## src/rv_settings.svh

```systemverilog
`ifndef RV_SETTINGS_SVH
`define RV_SETTINGS_SVH

// datapath widths
`define RV_XLEN         32
`define RV_REG_ADDR_W   5
`define RV_ALUOP_W      8
`define RV_ALUSEL_W     3

// major opcodes, inst[6:0]
`define RV_OPC_OP_IMM   7'b0010011
`define RV_OPC_OP       7'b0110011
`define RV_OPC_LOAD     7'b0000011
`define RV_OPC_STORE    7'b0100011
`define RV_OPC_BRANCH   7'b1100011
`define RV_OPC_JAL      7'b1101111
`define RV_OPC_JALR     7'b1100111
`define RV_OPC_LUI      7'b0110111
`define RV_OPC_AUIPC    7'b0010111

// funct7 values for the OP / shift groups
`define RV_F7_BASE      7'b0000000
`define RV_F7_ALT       7'b0100000

`endif

```

## src/rv_pkg.sv

```systemverilog
package rv_pkg;

`include "rv_settings.svh"

    typedef logic [`RV_XLEN-1:0]       word_t;
    typedef logic [`RV_XLEN-1:0]       inst_t;
    typedef logic [`RV_REG_ADDR_W-1:0] reg_addr_t;

    // operation handed to EX, zero is the bubble
    typedef enum logic [`RV_ALUOP_W-1:0] {
        EX_NOP = 0,
        EX_ADD, EX_SUB, EX_SLT, EX_SLTU,
        EX_XOR, EX_OR, EX_AND,
        EX_SLL, EX_SRL, EX_SRA,
        EX_LB, EX_LH, EX_LW, EX_LBU, EX_LHU,
        EX_SB, EX_SH, EX_SW,
        EX_BEQ, EX_BNE, EX_BLT, EX_BGE, EX_BLTU, EX_BGEU,
        EX_JAL, EX_JALR, EX_AUIPC
    } alu_op_e;

    // result group picked in EX
    typedef enum logic [`RV_ALUSEL_W-1:0] {
        RES_NOP = 0,
        RES_ARITH,
        RES_LOGIC,
        RES_SHIFT,
        RES_LD_ST,
        RES_JAL
    } alu_sel_e;

    typedef enum logic [2:0] {
        IMM_NONE = 0,
        IMM_I,
        IMM_SHAMT,
        IMM_S,
        IMM_B,
        IMM_U,
        IMM_J
    } imm_fmt_e;

    typedef struct packed {
        alu_op_e   aluop;
        alu_sel_e  alusel;
        logic      wreg;
        reg_addr_t rd;
        logic      rs1_read;
        logic      rs2_read;
        reg_addr_t rs1;
        reg_addr_t rs2;
        imm_fmt_e  imm_fmt;
    } dec_ctrl_t;

    // register write of a later stage, seen by the forwarding muxes
    typedef struct packed {
        logic      wreg;
        reg_addr_t wd;
        word_t     wdata;
    } fwd_src_t;

    typedef struct packed {
        logic     ld_flag;
        fwd_src_t src;
    } ex_fwd_t;

    typedef struct packed {
        word_t     pc;
        alu_op_e   aluop;
        alu_sel_e  alusel;
        word_t     reg1;
        word_t     reg2;
        reg_addr_t wd;
        logic      wreg;
        word_t     offset;
    } id_ex_t;

endpackage

```

## src/id_ex_reg.sv

```systemverilog
`timescale 1ns/1ps

module id_ex_reg import rv_pkg::*; (
    input  logic   clk_i,
    input  logic   rst_n_i,
    input  logic   stall_i,
    input  id_ex_t d_i,
    output id_ex_t q_o
);

    // all-zero word is a NOP with no register write
    always_ff @(posedge clk_i or negedge rst_n_i) begin
        if (!rst_n_i) begin
            q_o <= '0;
        end else if (stall_i) begin
            q_o <= '0;
        end else begin
            q_o <= d_i;
        end
    end

    // a stall must never let the held instruction write back
    assert property (@(posedge clk_i) disable iff (!rst_n_i)
        stall_i |=> !q_o.wreg)
        else $error("ID/EX wrote a register after a stall");

endmodule

```

## src/id_stage.sv

```systemverilog
`timescale 1ns/1ps

module id_stage import rv_pkg::*; (
    input  logic      clk_i,
    input  logic      rst_n_i,
    input  word_t     pc_i,
    input  inst_t     inst_i,
    input  word_t     rs1_data_i,
    input  word_t     rs2_data_i,
    input  ex_fwd_t   ex_fwd_i,
    input  fwd_src_t  mem_fwd_i,
    output logic      rs1_read_o,
    output logic      rs2_read_o,
    output reg_addr_t rs1_addr_o,
    output reg_addr_t rs2_addr_o,
    output logic      id_stall_o,
    output id_ex_t    id_ex_o
);

    dec_ctrl_t ctrl;
    word_t     imm;
    word_t     reg1;
    word_t     reg2;
    logic      rs1_hazard;
    logic      rs2_hazard;
    id_ex_t    id_ex_d;

    inst_decoder inst_decoder_inst (
        .inst_i (inst_i),
        .ctrl_o (ctrl)
    );

    imm_gen imm_gen_inst (
        .inst_i (inst_i),
        .fmt_i  (ctrl.imm_fmt),
        .imm_o  (imm)
    );

    operand_fwd rs1_fwd (
        .read_i    (ctrl.rs1_read),
        .addr_i    (ctrl.rs1),
        .rf_data_i (rs1_data_i),
        .imm_i     (imm),
        .ex_fwd_i  (ex_fwd_i),
        .mem_fwd_i (mem_fwd_i),
        .operand_o (reg1),
        .hazard_o  (rs1_hazard)
    );

    operand_fwd rs2_fwd (
        .read_i    (ctrl.rs2_read),
        .addr_i    (ctrl.rs2),
        .rf_data_i (rs2_data_i),
        .imm_i     (imm),
        .ex_fwd_i  (ex_fwd_i),
        .mem_fwd_i (mem_fwd_i),
        .operand_o (reg2),
        .hazard_o  (rs2_hazard)
    );

    assign rs1_read_o = ctrl.rs1_read;
    assign rs2_read_o = ctrl.rs2_read;
    assign rs1_addr_o = ctrl.rs1;
    assign rs2_addr_o = ctrl.rs2;
    assign id_stall_o = rs1_hazard | rs2_hazard;

    always_comb begin
        id_ex_d.pc     = pc_i;
        id_ex_d.aluop  = ctrl.aluop;
        id_ex_d.alusel = ctrl.alusel;
        id_ex_d.reg1   = reg1;
        id_ex_d.reg2   = reg2;
        id_ex_d.wd     = ctrl.rd;
        id_ex_d.wreg   = ctrl.wreg;
        // third operand for stores, branches and jumps
        id_ex_d.offset = imm;
    end

    id_ex_reg id_ex_reg_inst (
        .clk_i   (clk_i),
        .rst_n_i (rst_n_i),
        .stall_i (id_stall_o),
        .d_i     (id_ex_d),
        .q_o     (id_ex_o)
    );

endmodule

```

## src/imm_gen.sv

```systemverilog
`timescale 1ns/1ps

module imm_gen import rv_pkg::*; (
    input  inst_t    inst_i,
    input  imm_fmt_e fmt_i,
    output word_t    imm_o
);

    logic sign;

    assign sign = inst_i[31];

    always_comb begin
        case (fmt_i)
            IMM_I: begin
                imm_o = {{20{sign}}, inst_i[31:20]};
            end
            // shamt only, upper bits hold funct7
            IMM_SHAMT: begin
                imm_o = {27'b0, inst_i[24:20]};
            end
            IMM_S: begin
                imm_o = {{20{sign}}, inst_i[31:25], inst_i[11:7]};
            end
            IMM_B: begin
                imm_o = {{20{sign}}, inst_i[7], inst_i[30:25], inst_i[11:8], 1'b0};
            end
            IMM_U: begin
                imm_o = {inst_i[31:12], 12'b0};
            end
            IMM_J: begin
                imm_o = {{12{sign}}, inst_i[19:12], inst_i[20], inst_i[30:21], 1'b0};
            end
            default: begin
                imm_o = '0;
            end
        endcase
    end

endmodule

```

## src/inst_decoder.sv

```systemverilog
`timescale 1ns/1ps
`include "rv_settings.svh"

module inst_decoder import rv_pkg::*; (
    input  inst_t     inst_i,
    output dec_ctrl_t ctrl_o
);

    logic [6:0] opcode;
    logic [2:0] funct3;
    logic [6:0] funct7;
    logic       f7_base;
    logic       f7_alt;

    alu_op_e    aluop;
    alu_sel_e   alusel;
    imm_fmt_e   fmt;
    logic       wreg;
    logic       rd1;
    logic       rd2;
    logic       legal;

    assign opcode  = inst_i[6:0];
    assign funct3  = inst_i[14:12];
    assign funct7  = inst_i[31:25];
    assign f7_base = (funct7 == `RV_F7_BASE);
    assign f7_alt  = (funct7 == `RV_F7_ALT);

    // common to OP and OP-IMM, alt selects SUB / SRA
    function automatic alu_op_e arith_op(input logic [2:0] f3, input logic alt);
        case (f3)
            3'b000:  arith_op = alt ? EX_SUB : EX_ADD;
            3'b001:  arith_op = EX_SLL;
            3'b010:  arith_op = EX_SLT;
            3'b011:  arith_op = EX_SLTU;
            3'b100:  arith_op = EX_XOR;
            3'b101:  arith_op = alt ? EX_SRA : EX_SRL;
            3'b110:  arith_op = EX_OR;
            default: arith_op = EX_AND;
        endcase
    endfunction

    function automatic alu_sel_e arith_sel(input logic [2:0] f3);
        case (f3)
            3'b000, 3'b010, 3'b011: arith_sel = RES_ARITH;
            3'b001, 3'b101:         arith_sel = RES_SHIFT;
            default:                arith_sel = RES_LOGIC;
        endcase
    endfunction

    always_comb begin
        aluop  = EX_NOP;
        alusel = RES_NOP;
        fmt    = IMM_NONE;
        wreg   = 1'b0;
        rd1    = 1'b0;
        rd2    = 1'b0;
        legal  = 1'b1;
        case (opcode)
            `RV_OPC_OP_IMM: begin
                // bit 30 of an addi immediate must not turn it into a sub
                aluop  = arith_op(funct3, f7_alt && (funct3 == 3'b101));
                alusel = arith_sel(funct3);
                wreg   = 1'b1;
                rd1    = 1'b1;
                fmt    = IMM_I;
                if (funct3 == 3'b001) begin
                    fmt   = IMM_SHAMT;
                    legal = f7_base;
                end else if (funct3 == 3'b101) begin
                    fmt   = IMM_SHAMT;
                    legal = f7_base || f7_alt;
                end
            end
            `RV_OPC_OP: begin
                aluop  = arith_op(funct3, f7_alt);
                alusel = arith_sel(funct3);
                wreg   = 1'b1;
                rd1    = 1'b1;
                rd2    = 1'b1;
                legal  = f7_base || (f7_alt && (funct3 == 3'b000 || funct3 == 3'b101));
            end
            `RV_OPC_LOAD: begin
                alusel = RES_LD_ST;
                wreg   = 1'b1;
                rd1    = 1'b1;
                fmt    = IMM_I;
                case (funct3)
                    3'b000:  aluop = EX_LB;
                    3'b001:  aluop = EX_LH;
                    3'b010:  aluop = EX_LW;
                    3'b100:  aluop = EX_LBU;
                    3'b101:  aluop = EX_LHU;
                    default: legal = 1'b0;
                endcase
            end
            `RV_OPC_STORE: begin
                alusel = RES_LD_ST;
                rd1    = 1'b1;
                rd2    = 1'b1;
                fmt    = IMM_S;
                case (funct3)
                    3'b000:  aluop = EX_SB;
                    3'b001:  aluop = EX_SH;
                    3'b010:  aluop = EX_SW;
                    default: legal = 1'b0;
                endcase
            end
            `RV_OPC_BRANCH: begin
                // branches resolve in EX without a result group
                rd1 = 1'b1;
                rd2 = 1'b1;
                fmt = IMM_B;
                case (funct3)
                    3'b000:  aluop = EX_BEQ;
                    3'b001:  aluop = EX_BNE;
                    3'b100:  aluop = EX_BLT;
                    3'b101:  aluop = EX_BGE;
                    3'b110:  aluop = EX_BLTU;
                    3'b111:  aluop = EX_BGEU;
                    default: legal = 1'b0;
                endcase
            end
            `RV_OPC_JAL: begin
                aluop  = EX_JAL;
                alusel = RES_JAL;
                wreg   = 1'b1;
                fmt    = IMM_J;
            end
            `RV_OPC_JALR: begin
                aluop  = EX_JALR;
                alusel = RES_JAL;
                wreg   = 1'b1;
                rd1    = 1'b1;
                fmt    = IMM_I;
                legal  = (funct3 == 3'b000);
            end
            `RV_OPC_LUI: begin
                // imm reaches EX as an operand and is OR-ed through
                aluop  = EX_OR;
                alusel = RES_LOGIC;
                wreg   = 1'b1;
                fmt    = IMM_U;
            end
            `RV_OPC_AUIPC: begin
                aluop  = EX_AUIPC;
                alusel = RES_ARITH;
                wreg   = 1'b1;
                fmt    = IMM_U;
            end
            default: begin
                legal = 1'b0;
            end
        endcase
        if (!legal) begin
            aluop  = EX_NOP;
            alusel = RES_NOP;
            fmt    = IMM_NONE;
            wreg   = 1'b0;
            rd1    = 1'b0;
            rd2    = 1'b0;
        end
        // stores and branches have no destination register
        assert (!((opcode == `RV_OPC_STORE || opcode == `RV_OPC_BRANCH) && wreg))
            else $error("store or branch decoded with wreg set");
    end

    always_comb begin
        ctrl_o.aluop    = aluop;
        ctrl_o.alusel   = alusel;
        ctrl_o.wreg     = wreg;
        ctrl_o.rd       = inst_i[11:7];
        ctrl_o.rs1_read = rd1;
        ctrl_o.rs2_read = rd2;
        ctrl_o.rs1      = inst_i[19:15];
        ctrl_o.rs2      = inst_i[24:20];
        ctrl_o.imm_fmt  = fmt;
    end

endmodule

```

## src/operand_fwd.sv

```systemverilog
`timescale 1ns/1ps

module operand_fwd import rv_pkg::*; (
    input  logic      read_i,
    input  reg_addr_t addr_i,
    input  word_t     rf_data_i,
    input  word_t     imm_i,
    input  ex_fwd_t   ex_fwd_i,
    input  fwd_src_t  mem_fwd_i,
    output word_t     operand_o,
    output logic      hazard_o
);

    logic ex_hit;
    logic mem_hit;

    assign ex_hit  = (ex_fwd_i.src.wd == addr_i);
    assign mem_hit = (mem_fwd_i.wd == addr_i);

    always_comb begin
        hazard_o = 1'b0;
        if (!read_i) begin
            operand_o = imm_i;
        end else if (ex_fwd_i.ld_flag && ex_hit) begin
            // load data not there until MEM, stall one cycle
            operand_o = '0;
            hazard_o  = 1'b1;
        end else if (ex_fwd_i.src.wreg && ex_hit) begin
            operand_o = ex_fwd_i.src.wdata;
        end else if (mem_fwd_i.wreg && mem_hit) begin
            operand_o = mem_fwd_i.wdata;
        end else begin
            operand_o = rf_data_i;
        end
        // a stalled operand never carries forwarded or register data
        assert (!hazard_o || (read_i && operand_o == '0))
            else $error("hazard raised on an unread or non-zero operand");
    end

endmodule

```

## config.mk

```make
export PLATFORM = sky130hd
export DESIGN_NAME = id_stage
export DESIGN_NICKNAME = d
export VERILOG_FILES = /design/src/rv_pkg.sv /design/src/id_ex_reg.sv /design/src/id_stage.sv /design/src/imm_gen.sv /design/src/inst_decoder.sv /design/src/operand_fwd.sv
export VERILOG_INCLUDE_DIRS = /design/src
export SDC_FILE = /design/constraint.sdc
export NUM_CORES = 1
export LEC_CHECK = 0
export BUFFER_PORTS_ARGS = -buffer_cell sky130_fd_sc_hd__clkbuf_2
export CORE_AREA = 2 2 140 142
export CTS_CLUSTER_DIAMETER = 200
export DETAILED_ROUTE_END_ITERATION = 6
export DIE_AREA = 0 0 142 144
export GPL_ROUTABILITY_DRIVEN = 1
export PLACE_DENSITY_LB_ADDON = 0.08
export SYNTH_ARGS = -nofsm -noshare
export SYNTH_HDL_FRONTEND = slang
export SYNTH_SLANG_ARGS = --single-unit
```

## constraint.sdc

```tcl
create_clock -name clk_i -period 2.6 [get_ports clk_i]
set_input_delay 0.26 -clock clk_i [delete_from_list [all_inputs] [get_ports clk_i]]
set_output_delay 0.26 -clock clk_i [all_outputs]
set_load 0.02 [all_outputs]
```

# ---- After elaboration in Yosys (flattened, before gate mapping)
# Cells that the tools add are included.
dict set report op_classes {
  eq_ne 27
  n_mux 44
  bitwise_logic 1
  n_reduce_logical 27
}
# cell count
set ops {}
lappend ops {{2-to-1 mux 32 bit} 8}
lappend ops {{one-hot mux 32 bit (6 select lines)} 1}
lappend ops {{2-to-1 mux 145 bit} 1}
lappend ops {{one-hot mux 8 bit (7 select lines)} 2}
lappend ops {{one-hot mux 8 bit (9 select lines)} 1}
lappend ops {{one-hot mux 5 bit (6 select lines)} 1}
lappend ops {{== test 7 x 6 -> 1 bit, second input constant} 4}
lappend ops {{== test 3 bit, second input constant} 7}
lappend ops {{== test 7 bit, second input constant} 3}
lappend ops {{== test 5 bit} 4}
lappend ops {{one-hot mux 4 bit (5 select lines)} 1}
lappend ops {{one-hot mux 3 bit (6 select lines)} 1}
lappend ops {{2-to-1 mux 1 bit} 15}
lappend ops {{one-hot mux 3 bit (5 select lines)} 1}
lappend ops {{one-hot mux 5 bit (3 select lines)} 1}
lappend ops {{== test 7 x 5 -> 1 bit, second input constant} 2}
lappend ops {{== test 3 x 2 -> 1 bit, second input constant} 4}
lappend ops {{OR reduction 2 bit} 6}
lappend ops {{OR reduction 3 bit} 4}
lappend ops {{OR reduction 6 bit} 2}
lappend ops {{2-to-1 mux 2 bit} 5}
lappend ops {{2-to-1 mux 3 bit} 3}
lappend ops {{logical AND 1 bit} 8}
lappend ops {{2-to-1 mux 8 bit} 1}
lappend ops {{other kinds (10)} 13}
dict set report totals {
  register_bits 145
  inputBits 207
  output_inout_bits 158
  wordCells 107
}

# ---- Depth between registers and ports, before layout
dict set report logic_depth {
  word_depth 10
  mapped_depth 14
  mapped_depth_nobuf 9
}

# ---- Cells and area by module
# From an unflattened synthesis, not the netlist that was laid out.
dict set report hier_totals {
  hier_cells 1022
  area_unflattened_um2 9300.2
}
# module n_inst cells_each area_per_inst_um2 seq_area_each_um2
set modules_own_cells {}
lappend modules_own_cells {id_ex_reg 1 306 4767.1 3628.5}
lappend modules_own_cells {operand_fwd 2 248 1488.9 0.0}
lappend modules_own_cells {inst_decoder 1 125 814.5 0.0}
lappend modules_own_cells {imm_gen 1 94 734.5 0.0}
lappend modules_own_cells {id_stage 1 1 6.3 0.0}

# ---- Worst setup path after synthesis
# No wires, ideal clock.
dict set report synth_path {
  kind {input-to-output}
  startpoint {input port inst_i[26]}
  endpoint {output port id_stall_o}
  arrival_time_ns 2.496
  required_ns 2.340
  setup_slack_ns -0.156
  path_stages 12
  path_buffers 4
  cell_sequence {or4_4 -> o41ai_2 -> a32oi_1 -> and4_4 -> buf_6 -> or2_1 -> buf_6 -> inv_2 -> a21oi_1 -> inv_2 -> buf_2 -> buf_2}
}
dict set report synth_via {
  elab_chain_cells 8
  word_cells_on_any_way 13
  classes_between {eq/ne: 1; mux: 7; bitwise: 1; reduce/logical: 4}
}
# element line_no
set synth_rtl {}
lappend synth_rtl {{start: declaration} id_stage.sv:7} ;# input inst_t inst_i,
lappend synth_rtl {{== test 7 x 6 -> 1 bit (no line) or logical NOT 7 bit (tied branches)} --}
lappend synth_rtl {{logical OR 1 bit} inst_decoder.sv:72} ;# legal = f7_base || f7_alt;
lappend synth_rtl {{2-to-1 mux 1 bit} inst_decoder.sv:70} ;# end else if (funct3 == 3'b101) begin
lappend synth_rtl {{2-to-1 mux 1 bit} inst_decoder.sv:67} ;# if (funct3 == 3'b001) begin
lappend synth_rtl {{one-hot mux 1 bit (7 select lines) (*)} inst_decoder.sv:59} ;# case (opcode)
lappend synth_rtl {{2-to-1 mux 1 bit} inst_decoder.sv:155} ;# if (!legal) begin
lappend synth_rtl {{2-to-1 mux 1 bit} operand_fwd.sv:22} ;# if (!read_i) begin
lappend synth_rtl {{bitwise OR 1 bit (*)} id_stage.sv:65} ;# assign id_stall_o = rs1_hazard | rs2_hazard;
lappend synth_rtl {{end: declaration} id_stage.sv:16} ;# output logic id_stall_o,
# Mark *: on every way between the ends. The rest lies on a longest branch, timed or not.

# ---- Final worst setup path
dict set report layout_path {
  startpoint {input port inst_i[3]}
  endpoint {output port rs2_read_o}
}
dict set report layout_via {
  elab_chain_cells 4
  word_cells_on_any_way 14
  classes_between {eq/ne: 9; mux: 3; reduce/logical: 2}
}
# element line_no
set layout_rtl {}
lappend layout_rtl {{== test 7 bit, or another cell as far along} inst_decoder.sv:59}
lappend layout_rtl {{OR reduction 3 bit (no line)} --}
lappend layout_rtl {{one-hot mux 1 bit (7 select lines) or 2-to-1 mux 1 bit (tied branches)} inst_decoder.sv:59}
lappend layout_rtl {{2-to-1 mux 1 bit (*)} inst_decoder.sv:155}
lappend layout_rtl {{end: declaration} id_stage.sv:13} ;# output logic rs2_read_o,
# Marks and branches as above.

==> results_dict.tcl <==
set metrics [dict create \
    syn_area_sq_mm 0.00742 \
    grt_pass1_vias 7040 \
    crit_path_max_fanout 14 \
    grt_pass1_wl_mm 41.2 \
    clk_path_buf_depth 2 \
    synth_edf_count 0 \
    min-delay-path-class "primary input to flip-flop" \
    drtAntennaViolNets 0 \
    relSlewSlack 0.618 \
    cts_setup_buffers 0 \
    hold_path_end "id_ex_reg_inst.q_o[141]" \
    drt-initial-drc-count 414 \
    clk_pin_slew_ps 60 \
    vias_per_cell 5.23 \
    grt_overflow 0 \
    max-cap-violations 0 \
    ys_types 64 \
    chipHeight_um 144 \
    routed_wl_mm 28.3 \
    hp-start "pc_i[28]" \
    final_layout_size_suffix_gt1_frac 0.445 \
    crit_path_start_kind "primary input" \
    crit_path_end_kind "primary output" \
    syn_inst 766 \
    crit_arrival_ps 2250 \
    detail_route.first_pass.iterations 5 \
    p_per_area_mw_per_mm2 539 \
    gp_congestion 0.905 \
    yosys_warnings 0 \
    async_reset_ff_frac 1.00 \
    drc 0 \
    syn_avg_cell_area_sq_um 9.69 \
    rows 51 \
    timing.hold.ws_ps 38.9 \
    setup_viol 0 \
    die-area_sq_mm 0.0204 \
    irDropWorstVdd_uv 417 \
    htreeDepth 4 \
    tightest_slew_ps 559 \
    hold_viol 0 \
    largestRegisters "id_ex_reg_inst.q_o: 142 flops" \
    whs_path_depth 2 \
    cts_tree "done" \
    cp.required_ps 2340 \
    ys_seq_area_frac 0.479 \
    regMostFlops "id_ex_reg_inst.q_o" \
    grt_usage 0.270 \
    io-pin-count 365 \
    largest_reg_flops 142 \
    grt_max_degree 65 \
    syn_to_final_growth_pct 45.3 \
    vias 7474 \
    crit_type "primary input to primary output" \
    leakage_nw 5.55 \
    fmax_mhz 399 \
    grt_antenna_before_repair 1 \
    cts_root_buffer "clkbuf_16" \
    hpwl_mm 22.2 \
    report.final.slew_viol_count 0 \
    synth_seq_cells 142 \
    finalCritPeriodShare 0.964 \
    initial_core_util 0.389 \
    status "finished, final reports clean" \
    final_nets 1385 \
    ys.flop_type "dfrtp_1" \
    core_area_sq_mm 0.0191 \
    io_buffers 361 \
    utilization 0.565 \
    die_w_um 142 \
    numCtsBuffers 17 \
    post_drt_wl_per_cell_um 19.8 \
    period_minus_slack_ps 2510 \
    clock-sinks 142 \
]
-- cells in the mapped netlist, types with 13 or more instances --
| master | instances | area (sq um) |
|---|---|---|
| a21oi_1 | 62 | 310 |
| a22oi_1 | 14 | 105 |
| and2_1 | 46 | 288 |
| buf_2 | 16 | 80.1 |
| buf_4 | 13 | 97.6 |
| clkbuf_1 | 31 | 116 |
| dfrtp_1 | 142 | 3550 |
| mux2i_1 | 64 | 641 |
| nand2_1 | 72 | 270 |
| nor2_1 | 67 | 251 |
| o211ai_1 | 13 | 97.6 |
| o21ai_0 | 45 | 225 |
| o22ai_1 | 20 | 125 |
-- report_power, final --
| group | leakage, nW | internal (mW) | total [mW] | switching, mW |
|---|---|---|---|---|
| registers | 1.89 | 2.26 | 2.27 | 0.0138 |
| clock network | 0.331 | 1.78 | 2.79 | 1.01 |
| logic | 3.33 | 0.324 | 0.751 | 0.427 |
-- cells by family (layout without fill, tap and decap cells) --
group,Yosys count,in the layout,synth area share
XOR/XNOR,21,21,0.0248
AO/OA/AOI/OAI,215,215,0.192
other,1,4,0.000505
buffers and inverters,79,502,0.0533
multiplexers,64,64,0.0863
flip-flops,142,142,0.479
AND/OR/NAND/NOR,244,244,0.164
-- critical path: stages --
cell      delay (ps)
clkbuf_2         120
or3_4            430
nor4_4           180
a32oi_1          110
buf_4            160
and4_4           190
buf_4            160
a211oi_2         170
buf_4            250
clkbuf_4         210
-- timing repair --
item | 4_1_cts | 5_1_grt
pin swaps | 2 | 3
hold buffers | 1 | 0
gates resized for setup | 5 | 3
endpoints found under the setup margin | 3 | 2
hold endpoints to repair | 50 | 0
-- cell usage in the layout (no fill, tap or decap), types with 3 or more instances in the layout --
cell type,netlist,layout
a221oi_1,5,5
o211ai_1,13,13
nor2_1,67,67
and3_1,5,3
o22ai_2,9,9
nor3_1,12,11
xnor2_1,9,9
dfrtp_1,142,142
nand2_1,72,70
nand2b_1,3,3
inv_1,6,6
xor2_1,12,12
o21ai_0,45,45
buf_12,0,9
clkbuf_16,0,17
a21oi_1,62,61
conb_1,1,3
clkbuf_2,0,358
or2_2,3,3
o22ai_1,20,20
a21o_1,3,3
inv_6,0,5
bufinv_16,0,5
nand3_1,8,8
o21a_1,7,7
or3_1,4,3
a211oi_1,7,7
nor4_1,5,5
nor2b_1,3,3
a22oi_1,14,14
buf_4,13,91
mux2i_1,64,64
and2_1,46,46
a31oi_1,5,5
-- worst max path at each step --
stage	slack, ps	to	depth (start not counted)	from
6_report	90	rs2_read_o	10	inst_i[3]
5_1_grt	-2	rs2_read_o	10	inst_i[3]
4_1_cts	20	id_stall_o	11	inst_i[3]
3_5_place_dp	-210	id_ex_reg_inst.q_o[74]	10	inst_i[26]
3_3_place_gp	-180	id_ex_reg_inst.q_o[68]	9	inst_i[26]
2_1_floorplan	-40	id_ex_reg_inst.q_o[39]	13	inst_i[26]
-- layer usage --
layer	wire, um	global-route usage	vias up
li1	-	-	3532
met1	11500	0.340	3547
met2	13700	0.446	341
met3	2190	0.0672	54
met4	892	0.107	0
met5	0	0	-
-- per-stage QoR --
stage               total power, mW  setup WS (ps)  instance area [sq um]  setup TNS (ps)  std cells
floorplan                      2.63          -36.3                   7460            -662        768
global placement               3.06           -179                  10100          -12680       1397
detailed placement             3.06           -212                  10100          -16430       1397
CTS                            5.85           24.3                  10800               0       1429
global route                   6.01          -1.62                  10800           -1.62       1430
finish                         5.81           92.4                  10800               0       1430
-- cell type report --
cell class / instances / area [sq um]
sequential: 142 / 3550
antenna: 1 / 2.50
clock inverter: 13 / 223
fill: 1750 / 8290
timing repair buffer: 462 / 2700
inverter: 8 / 30.0
tap: 238 / 298
multi-input combinational: 547 / 3530
clock buffer: 19 / 453
(Power assumes the default switching activity.)
